File: src/meso_pkg.sv
// mesosync channel constants
package meso_pkg;

    // channel word width in bits
    localparam int WIDTH = 16;

    // input fifo depth
    // the far sender never has more credits in flight than this
    localparam int ELS = 4;

    // free far-end slots assumed right after reset
    // keep at or below the far fifo depth
    localparam int CREDIT_INITIAL = 4;

    // ceiling for both credit counters
    localparam int CREDIT_MAX = 15;

    // credits carried by one token pulse
    localparam int DECIMATION = 2;

    // bit positions in the mode write word
    localparam int MODE_LINE_READY_BIT = 0;
    localparam int MODE_LOOPBACK_BIT   = 1;

endpackage

File: src/relay_fifo.sv
// two-entry relay stage
`timescale 1ns/1ps

module relay_fifo #(
    parameter int width_p = meso_pkg::WIDTH
) (
      input  logic               clk_i
    , input  logic               rst_n_i

    , input  logic               v_i
    , input  logic [width_p-1:0] data_i
    , output logic               ready_o

    , output logic               v_o
    , output logic [width_p-1:0] data_o
    , input  logic               ready_i
);

    // main entry feeds the output, skid entry catches the word in flight
    logic               main_v_r, skid_v_r;
    logic [width_p-1:0] main_data_r, skid_data_r;
    logic               in_fire, main_free;

    // ready comes straight off the skid flop
    assign ready_o   = ~skid_v_r;
    assign in_fire   = v_i & ready_o;
    // main can take a word when empty or draining this cycle
    assign main_free = ~main_v_r | ready_i;

    assign v_o    = main_v_r;
    assign data_o = main_data_r;

    always_ff @(posedge clk_i or negedge rst_n_i) begin
        if (!rst_n_i) begin
            main_v_r <= 1'b0;
            skid_v_r <= 1'b0;
        end else begin
            // skid has priority over the input to keep order
            if (main_free)
                main_v_r <= skid_v_r | in_fire;
            if (skid_v_r & main_free)
                skid_v_r <= 1'b0;
            else if (in_fire & ~main_free)
                skid_v_r <= 1'b1;
        end
    end

    always_ff @(posedge clk_i) begin
        if (main_free)
            main_data_r <= skid_v_r ? skid_data_r : data_i;
        // park the word when main is stalled
        if (in_fire & ~main_free)
            skid_data_r <= data_i;
    end

endmodule

File: src/credit_fifo.sv
// credit-returning input fifo
`timescale 1ns/1ps

module credit_fifo #(
    parameter int width_p = meso_pkg::WIDTH,
    parameter int els_p   = meso_pkg::ELS
) (
      input  logic               clk_i
    , input  logic               rst_n_i

    // channel side has no back-pressure
    , input  logic               v_i
    , input  logic [width_p-1:0] data_i
    , output logic               credit_o

    // core side where yumi means the word is taken
    , output logic               v_o
    , output logic [width_p-1:0] data_o
    , input  logic               yumi_i
);

    localparam int ptr_w_lp = (els_p > 1) ? $clog2(els_p) : 1;
    localparam int cnt_w_lp = $clog2(els_p + 1);

    logic [width_p-1:0]  mem_r [els_p];
    logic [ptr_w_lp-1:0] wptr_r, rptr_r;
    logic [cnt_w_lp-1:0] count_r;
    logic                credit_r;

    // pointer step with wrap for any depth
    function automatic logic [ptr_w_lp-1:0] ptr_next(input logic [ptr_w_lp-1:0] p);
        if (p == ptr_w_lp'(els_p - 1))
            return '0;
        return p + ptr_w_lp'(1);
    endfunction

    assign v_o      = (count_r != '0);
    assign data_o   = mem_r[rptr_r];
    assign credit_o = credit_r;

    always_ff @(posedge clk_i or negedge rst_n_i) begin
        if (!rst_n_i) begin
            wptr_r   <= '0;
            rptr_r   <= '0;
            count_r  <= '0;
            credit_r <= 1'b0;
        end else begin
            // sender holds a credit for every word so there is always room
            if (v_i)
                wptr_r <= ptr_next(wptr_r);
            if (yumi_i)
                rptr_r <= ptr_next(rptr_r);
            count_r  <= count_r + cnt_w_lp'(v_i) - cnt_w_lp'(yumi_i);
            // one credit back per released slot on the next cycle
            credit_r <= yumi_i;
        end
    end

    always_ff @(posedge clk_i) begin
        if (v_i)
            mem_r[wptr_r] <= data_i;
    end

endmodule

File: src/credit_to_token.sv
// credit to token decimator
`timescale 1ns/1ps

module credit_to_token #(
    parameter int decimation_p     = meso_pkg::DECIMATION,
    parameter int credit_max_val_p = meso_pkg::CREDIT_MAX
) (
      input  logic clk_i
    , input  logic rst_n_i
    , input  logic credit_i
    , input  logic line_ready_i
    , output logic token_o
);

    localparam int cnt_w_lp = $clog2(credit_max_val_p + 1);
    localparam int sum_w_lp = cnt_w_lp + 1;

    logic [cnt_w_lp-1:0] count_r;
    logic [sum_w_lp-1:0] sum;
    logic                emit, token_r;

    // enough credits banked and the link can carry a token
    assign emit    = line_ready_i & ({1'b0, count_r} >= sum_w_lp'(decimation_p));
    assign token_o = token_r;

    always_comb begin
        sum = {1'b0, count_r} + sum_w_lp'(credit_i);
        // spend a token's worth on the same edge it is sent
        if (emit)
            sum = sum - sum_w_lp'(decimation_p);
        if (sum > sum_w_lp'(credit_max_val_p))
            sum = sum_w_lp'(credit_max_val_p);
    end

    always_ff @(posedge clk_i or negedge rst_n_i) begin
        if (!rst_n_i) begin
            count_r <= '0;
            token_r <= 1'b0;
        end else begin
            count_r <= sum[cnt_w_lp-1:0];
            token_r <= emit;
        end
    end

endmodule

File: src/token_credit_counter.sv
// output credit counter
`timescale 1ns/1ps

module token_credit_counter #(
    parameter int credit_initial_p = meso_pkg::CREDIT_INITIAL,
    parameter int credit_max_val_p = meso_pkg::CREDIT_MAX,
    parameter int decimation_p     = meso_pkg::DECIMATION
) (
      input  logic clk_i
    , input  logic rst_n_i

    // upstream valid/ready
    , input  logic v_i
    , output logic ready_o

    // channel strobe and returning token
    , output logic v_o
    , input  logic token_i
);

    localparam int cnt_w_lp = $clog2(credit_max_val_p + 1);
    localparam int sum_w_lp = cnt_w_lp + 1;

    // free slots in the far fifo
    logic [cnt_w_lp-1:0] count_r;
    logic [sum_w_lp-1:0] next;

    assign ready_o = (count_r != '0);
    // each strobe spends one credit
    assign v_o     = v_i & ready_o;

    always_comb begin
        next = {1'b0, count_r};
        if (v_o)
            next = next - sum_w_lp'(1);
        // token refills a fixed batch
        if (token_i)
            next = next + sum_w_lp'(decimation_p);
        if (next > sum_w_lp'(credit_max_val_p))
            next = sum_w_lp'(credit_max_val_p);
    end

    always_ff @(posedge clk_i or negedge rst_n_i) begin
        if (!rst_n_i)
            count_r <= cnt_w_lp'(credit_initial_p);
        else
            count_r <= next[cnt_w_lp-1:0];
    end

endmodule

File: src/meso_mode_regs.sv
// channel mode registers
`timescale 1ns/1ps

module meso_mode_regs (
      input  logic       clk_i
    , input  logic       rst_n_i

    // single-cycle write of both mode bits
    , input  logic       cfg_we_i
    , input  logic [1:0] cfg_wdata_i

    , output logic       line_ready_o
    , output logic       loopback_en_o
);

    logic line_ready_r, loopback_r;

    always_ff @(posedge clk_i or negedge rst_n_i) begin
        if (!rst_n_i) begin
            line_ready_r <= 1'b0;
            loopback_r   <= 1'b0;
        end else if (cfg_we_i) begin
            line_ready_r <= cfg_wdata_i[meso_pkg::MODE_LINE_READY_BIT];
            loopback_r   <= cfg_wdata_i[meso_pkg::MODE_LOOPBACK_BIT];
        end
    end

    // new mode visible the cycle after the strobe
    assign line_ready_o  = line_ready_r;
    assign loopback_en_o = loopback_r;

endmodule

File: src/meso_core.sv
// mesosync channel core side
`timescale 1ns/1ps

module meso_core #(
    parameter int width_p          = meso_pkg::WIDTH,
    parameter int els_p            = meso_pkg::ELS,
    parameter int credit_initial_p = meso_pkg::CREDIT_INITIAL,
    parameter int credit_max_val_p = meso_pkg::CREDIT_MAX,
    parameter int decimation_p     = meso_pkg::DECIMATION
) (
      input  logic               clk_i
    , input  logic               rst_n_i

    // channel in and token back
    , input  logic [width_p-1:0] meso_data_i
    , input  logic               meso_v_i
    , output logic               meso_token_o

    // channel out and token in
    , output logic               meso_v_o
    , output logic [width_p-1:0] meso_data_o
    , input  logic               meso_token_i

    // core in
    , input  logic               v_i
    , input  logic [width_p-1:0] data_i
    , output logic               ready_o

    // core out
    , output logic               v_o
    , output logic [width_p-1:0] data_o
    , input  logic               ready_i

    // mode write
    , input  logic               cfg_we_i
    , input  logic [1:0]         cfg_wdata_i
);

    logic               line_ready, loopback_en;
    logic               in_relay_ready, in_relay_v, in_relay_ready_i;
    logic [width_p-1:0] in_relay_data;
    logic               out_relay_v_i, out_relay_ready;
    logic               fifo_v, fifo_yumi, fifo_credit;
    logic [width_p-1:0] fifo_data;
    logic               send_v, fifo_ready_sel;
    logic               cnt_v_i, cnt_ready, gated_ready;

    meso_mode_regs mode_regs (
          .clk_i         (clk_i)
        , .rst_n_i       (rst_n_i)
        , .cfg_we_i      (cfg_we_i)
        , .cfg_wdata_i   (cfg_wdata_i)
        , .line_ready_o  (line_ready)
        , .loopback_en_o (loopback_en)
    );

    // core is shut out entirely during loopback
    assign ready_o = in_relay_ready & ~loopback_en;

    relay_fifo #(.width_p(width_p)) input_relay (
          .clk_i   (clk_i)
        , .rst_n_i (rst_n_i)
        , .v_i     (v_i & ~loopback_en)
        , .data_i  (data_i)
        , .ready_o (in_relay_ready)
        , .v_o     (in_relay_v)
        , .data_o  (in_relay_data)
        , .ready_i (in_relay_ready_i)
    );

    relay_fifo #(.width_p(width_p)) output_relay (
          .clk_i   (clk_i)
        , .rst_n_i (rst_n_i)
        , .v_i     (out_relay_v_i)
        , .data_i  (fifo_data)
        , .ready_o (out_relay_ready)
        , .v_o     (v_o)
        , .data_o  (data_o)
        , .ready_i (ready_i)
    );

    // loopback source is the input fifo, otherwise the core relay
    assign send_v           = loopback_en ? fifo_v    : in_relay_v;
    assign meso_data_o      = loopback_en ? fifo_data : in_relay_data;
    assign fifo_ready_sel   = loopback_en ? gated_ready : out_relay_ready;
    assign out_relay_v_i    = ~loopback_en & fifo_v;
    assign in_relay_ready_i = ~loopback_en & gated_ready;

    // nothing leaves before the line is up
    assign cnt_v_i     = line_ready & send_v;
    assign gated_ready = line_ready & cnt_ready;

    // ready to yumi
    assign fifo_yumi = fifo_ready_sel & fifo_v;

    credit_fifo #(.width_p(width_p), .els_p(els_p)) input_fifo (
          .clk_i    (clk_i)
        , .rst_n_i  (rst_n_i)
        , .v_i      (meso_v_i)
        , .data_i   (meso_data_i)
        , .credit_o (fifo_credit)
        , .v_o      (fifo_v)
        , .data_o   (fifo_data)
        , .yumi_i   (fifo_yumi)
    );

    credit_to_token #(
          .decimation_p     (decimation_p)
        , .credit_max_val_p (credit_max_val_p)
    ) token_gen (
          .clk_i        (clk_i)
        , .rst_n_i      (rst_n_i)
        , .credit_i     (fifo_credit)
        , .line_ready_i (line_ready)
        , .token_o      (meso_token_o)
    );

    token_credit_counter #(
          .credit_initial_p (credit_initial_p)
        , .credit_max_val_p (credit_max_val_p)
        , .decimation_p     (decimation_p)
    ) out_credits (
          .clk_i   (clk_i)
        , .rst_n_i (rst_n_i)
        , .v_i     (cnt_v_i)
        , .ready_o (cnt_ready)
        , .v_o     (meso_v_o)
        , .token_i (meso_token_i)
    );

endmodule

File: config.mk
export PLATFORM = sky130hd
export DESIGN_NAME = meso_core
export DESIGN_NICKNAME = d
export VERILOG_FILES = /design/src/meso_pkg.sv /design/src/relay_fifo.sv /design/src/credit_fifo.sv /design/src/credit_to_token.sv /design/src/token_credit_counter.sv /design/src/meso_mode_regs.sv /design/src/meso_core.sv
export SDC_FILE = /design/constraint.sdc
export NUM_CORES = 1
export LEC_CHECK = 0
export BUFFER_PORTS_ARGS = -buffer_cell sky130_fd_sc_hd__buf_2
export CORE_MARGIN = 2
export CORE_UTILIZATION = 35
export DETAILED_ROUTE_END_ITERATION = 6
export PLACE_DENSITY_LB_ADDON = 0.05
export REMOVE_ABC_BUFFERS = 1
export SYNTH_ARGS = -nofsm -noshare
export SYNTH_HDL_FRONTEND = slang
export SYNTH_SLANG_ARGS = --single-unit
File: constraint.sdc
create_clock -name clk_i -period 5 [get_ports clk_i]
set_input_delay 1 -clock clk_i [delete_from_list [all_inputs] [get_ports clk_i]]
set_output_delay 1 -clock clk_i [all_outputs]
set_load 0.02 [all_outputs]
# Word level (Yosys, flattened, before mapping)
# Memory sizes are Yosys's and may differ from the RTL's.
# Index checks and enable logic that the tools add are counted.
[op_classes] add_sub_neg=8 n_lt_le_gt_ge=3 n_eq_ne=2 n_mux=24 bitwise_logic=26 reduce_logical=4
[ops] op="16-bit 2-to-1 mux" n=3
[ops] op="1-bit AND" n=15
[ops] op="5-bit 2-to-1 mux" n=3
[ops] op="1-bit 2-to-1 mux" n=12
[ops] op="5-bit by 4-bit > comparator with 1-bit output (second input constant)" n=2
[ops] op="2-bit 2-to-1 mux" n=4
[ops] op="4-bit 2-to-1 mux" n=2
[ops] op="1-bit NOT" n=7
[ops] op="4-bit by 1-bit adder with 5-bit output" n=1
[ops] op="5-bit by 2-bit adder with 5-bit output (second input constant)" n=1
[ops] op="4-bit by 1-bit subtractor with 5-bit output (second input constant)" n=1
[ops] op="5-bit by 2-bit subtractor with 5-bit output (second input constant)" n=1
[ops] op="2-bit by 1-bit adder with 2-bit output (second input constant)" n=2
[ops] op="2-bit equality test (second input constant)" n=2
[ops] op="4-bit by 2-bit >= comparator with 1-bit output (second input constant)" n=1
[ops] op="1-bit OR" n=4
[ops] op="2-bit nonzero test" n=2
[ops] op="4-bit nonzero test" n=1
[ops] op="3-bit by 1-bit adder with 3-bit output" n=1
[ops] op="3-bit nonzero test" n=1
[ops] op="3-bit by 1-bit subtractor with 3-bit output" n=1
[word_totals] ff_bits=87 ramBits=64 in_bits=41 out_inout_bits=36 wordCells=85 memories=1
[memory_table] name="input_fifo.mem_r" words=4 word_bits=16 rd=1 rd_clocked_by_memory_dff=0 write_ports=1 line="credit_fifo.sv:25" source="logic [width_p-1:0] mem_r [els_p];"

# Longest topological paths before layout
[logic_depth] word_depth=9 mapped_depth=12 depth_no_buf=12

# Hierarchy
# A second synthesis with hierarchy kept.
[hier_totals] cells_unflattened=335 area_unflattened_um2=6343.6
[modules_own_cells] mod="credit_fifo" n_inst=1 cells_each=120 area_each_um2=2781.4 seq_area_each_um2=2122.0
[modules_own_cells] mod="relay_fifo" n_inst=2 cells_each=58 area_each_um2=1277.5 seq_area_each_um2=1011.0
[modules_own_cells] mod="credit_to_token" n_inst=1 cells_each=38 area_each_um2=351.6 seq_area_each_um2=125.1
[modules_own_cells] mod="token_credit_counter" n_inst=1 cells_each=30 area_each_um2=314.1 seq_area_each_um2=101.3
[modules_own_cells] mod="meso_core" n_inst=1 cells_each=27 area_each_um2=269.0 seq_area_each_um2=0.0
[modules_own_cells] mod="meso_mode_regs" n_inst=1 cells_each=4 area_each_um2=72.6 seq_area_each_um2=50.0

# Worst setup path before layout
# No wires, ideal clock.
[synth_path] kind="input to register" startpoint="input ready_i" endpoint="register output_relay.skid_data_r[0] (enable)" setup_ps=430 arrival_ps=3114 required_ps=4570 setup_slack_ps=1456 path_stages=2 path_buffers=0 path_cell_list="nand2b_1 nor4_1"
[synth_via] elab_chain_cells=3
[synth_rtl] element="start, declared" line="meso_core.sv:32" source=", input logic ready_i"
[synth_rtl] element="1-bit OR" line="relay_fifo.sv:28" source="assign main_free = ~main_v_r | ready_i;"
[synth_rtl] element="1-bit NOT" line="relay_fifo.sv:52" source="if (in_fire & ~main_free)"
[synth_rtl] element="1-bit AND" line="relay_fifo.sv:52"
[synth_rtl] element="end signal, assigned" line="relay_fifo.sv:53" source="skid_data_r <= data_i;"
[synth_rtl] element="end, declared" line="relay_fifo.sv:21" source="logic [width_p-1:0] main_data_r, skid_data_r;"
# No other way between the ends.
# A chain may end at the register's enable or synchronous reset.

# Final worst setup path
[layout_path] startpoint="register mode_regs.loopback_r, in the netlist mode_regs.loopback_en_o" endpoint="output meso_v_o"
[layout_via] elab_chain_cells=3
[layout_rtl] element="start, declared" line="meso_mode_regs.sv:16" source="logic line_ready_r, loopback_r;"
[layout_rtl] element="start signal, assigned" line="meso_mode_regs.sv:24" source="loopback_r <= cfg_wdata_i[meso_pkg::MODE_LOOPBACK_BIT];"
[layout_rtl] element="1-bit 2-to-1 mux" line="meso_core.sv:83" source="assign send_v = loopback_en ? fifo_v : in_relay_v;"
[layout_rtl] element="1-bit AND" line="meso_core.sv:90" source="assign cnt_v_i = line_ready & send_v;"
[layout_rtl] element="1-bit AND" line="token_credit_counter.sv:30" source="assign v_o = v_i & ready_o;"
[layout_rtl] element="end, declared" line="meso_core.sv:20" source=", output logic meso_v_o"
# No other way between the ends.

==> summary.txt <==
CP Class = flop to output pin
port bufs = 76
post-synthesis sequential area ratio = 0.711
switch share = 0.320
CTS Hold Buffers Added = 0
crit path max-delay cell type = dfrtp_1
post-place setup slack = 1.48 ns
via count = 3281
CP Cell Sequence = or4b_4 > and4_4 > buf_2
CTS resizes = 0
switching power total = 0.00147 W
routed metal-1 wirelength = 5920 um
clock share of power = 0.276
cells on worst reg2reg path = 4
post-CTS setup buffers = 0
Seq pwr share = 0.434
CP top delay family = flip-flops
Post-DRT Antenna Nets = 0
Bufs and invs on worst path = 1
Mapped Avg Cell Area = 17.9 um^2
RSZ-0062 raised after global routing = no
Die Ht = 137 um
ys async rst share = 0.152
worst hold stages = 1
DP Area = 6830 um^2
1st-pass router iterations = 4
global-route wire length before repair = 19900 um
Peak VDD IR = 0.316 mV
Clock Tree Buf Depth = 2
share of cells above drive strength 1 = 0.418
Starting Density = 0.358
CP required = 4.00 ns
# DRC = 0
Cells after Synth = 348
clock root cell = clkbuf_16
fin worst setup slack = 1.46 ns
Worst Tran Pin Value = 1.13 ns
Pins Over Slew Limit = 0
row cnt = 48
Top Metal Used = met4
worst min path class = flop to flop
Setup Viol. Count Final = 0
Mapped Area = 6210 um^2
met3 wire length = 499 um
Clock Skew = 0.00798 ns
routability cong. = 0.739
Power Dens Cells = 619 nW/um^2
die area = 18800 um^2
Tot Pwr = 0.00459 W
Worst setup SP type = flop
Global Route Usage Sum = 0.149
part of the power in combinational logic = 0.290
worst skew pair latency = 0.42 ns
pin count of the biggest net entering global routing = 24
post-route cell area = 7410 um^2
setup TNS = 0 ns
#FFs+latches synth = 151
Levels on crit path = 3
most frequent cells in the layout = edfxtp_1, buf_2, mux2_2
leading cell type in the layout, fill and taps excluded = edfxtp_1
number of library cell types mapped by synthesis = 46
Vias/cell = 4.90
number of flops mapped to enable cells by yosys = 128
CTS tree = done
core box area = 17400 um^2
IO Pins = 77
met2 WL = 6570 um
final WL = 13100 um
Max FO, Critical Path = 22
initial antenna violation count = 0
Ys Warns = 0
vias in the first global route = 3395
WP data arrival = 2.54 ns
max_cap viols = 0
GRT overflow = 0
dpl hpwl = 8160 um
final hold vios = 0
crit path time final = 3.54 ns
fin nets = 487
Leakage = 2.73 nW
Setup crit end kind = output pin
Hold WS = 0.513 ns
routed length per instance = 19.5 um
Worst-path clk slew = 0.07 ns
DIE WIDTH = 137 um
critical path's largest stage delay = 1.09 ns
Num CTS Buffers = 17
Tcrit/Tclk final = 0.709
Iteration-0 DRC Markers = 179
Main synth FF type = edfxtp_1
H-tree lvl count = 4
diode count = 0
f_max = 0.282 GHz
fillers = 1581
status = complete, no violations
clock sink count = 151
Max-Slew Margin vs Limit = 0.248
Int Pwr = 0.00312 W
area grow syn2layout = 19.2%
==> worst register-to-register path: stages, from the launching register on <==
cell and delay [ns]:
dfrtp_1 1.09, inv_1 0.26, nand3_1 0.14, nand2_1 0.57
nor2_2 1.00
==> cell families after synthesis <==
| family | share of synthesized area |
|---|---|
| buffers and inverters | 0.0221 |
| AO/OA/AOI/OAI | 0.0312 |
| flip-flops | 0.711 |
| adder cells (fa/ha/maj) | 0.0294 |
| XOR/XNOR | 0.00987 |
| multiplexers | 0.154 |
| AND/OR/NAND/NOR | 0.0423 |
==> Yosys cell counts, drive strengths merged, types with 5 or more instances <==
| library cell | count | area (um^2) |
|---|---|---|
| nand3 | 5 | 25.0 |
| o21ai | 7 | 35.0 |
| ha | 13 | 163 |
| nand2 | 14 | 52.6 |
| nor2 | 12 | 45.0 |
| inv | 15 | 56.3 |
| buf | 7 | 41.3 |
| mux4 | 16 | 360 |
| clkbuf | 8 | 40.0 |
| dfrtp | 22 | 551 |
| edfxtp | 128 | 3840 |
| xnor2 | 7 | 61.3 |
| mux2 | 50 | 563 |
==> per-stage QoR <==
| stage | instances | utilization |
|---|---|---|
| finish | 670 | 0.427 |
| global route | 670 | 0.427 |
| CTS | 670 | 0.427 |
| detailed placement | 638 | 0.394 |
| global placement | 638 | 0.394 |
| floorplan | 333 | - |
==> flip-flops by register name (all words and copies together), names as in the netlist <==
| name | count |
|---|---|
| mode_regs.loopback_en_o | 1 |
| input_relay.skid_v_r | 1 |
| token_gen.count_r | 4 |
| input_fifo.rptr_r | 2 |
| input_fifo.wptr_r | 2 |
| output_relay.data_o | 16 |
| input_relay.v_o | 1 |
| token_gen.token_o | 1 |
| input_relay.data_o | 16 |
| output_relay.v_o | 1 |
| output_relay.skid_data_r | 16 |
| input_fifo.count_r | 3 |
| out_credits.count_r | 4 |
| input_relay.skid_data_r | 16 |
| mode_regs.line_ready_o | 1 |
| input_fifo.credit_o | 1 |
| output_relay.skid_v_r | 1 |
| input_fifo.mem_r | 64 |
==> worst paths after layout <==
kind / startpoint / end / slack, ns
setup reg to reg: mode_regs.loopback_en_o / input_relay.skid_data_r[14] / 1.55
setup / recovery: mode_regs.loopback_en_o / meso_v_o / 1.46
hold / removal: input_fifo.count_r[2] / input_fifo.count_r[2] / 0.51
max in group asynchronous: rst_n_i / out_credits.count_r[1] / 4.04
hold reg to reg: input_fifo.count_r[2] / input_fifo.count_r[2] / 0.51
min in group asynchronous: rst_n_i / token_gen.count_r[2] / 0.57
==> final cells by class <==
type                    count  area (um^2)  share of cell area
multi-input cells         167         1670               0.225
clock buffers              18          429              0.0579
repair buffers             80          410              0.0554
flip-flops and latches    151         4420               0.596
clock inverters            14          148              0.0199
inverters                  15         56.3             0.00760
well taps                 225          282              0.0380
==> power by group through the flow <==
| stage | Sequential (W) | Clock (W) | Combinational [W] |
|---|---|---|---|
| floorplan | 0.00205 | 0 | 0.000864 |
| global placement | 0.00202 | 0 | 0.00134 |
| detailed placement | 0.00202 | 0 | 0.00136 |
| CTS | 0.00201 | 0.00129 | 0.00136 |
| global route | 0.00204 | 0.00135 | 0.00148 |
| finish | 0.00199 | 0.00126 | 0.00133 |
==> metal layers <==
layer / up-vias / GRT usage
met5: - / 0
met4: 0 / 0.0395
met3: 10 / 0.0442
met2: 63 / 0.249
met1: 1690 / 0.191
li1: 1518 / -
No activity file was read; power rests on OpenSTA's default activity.
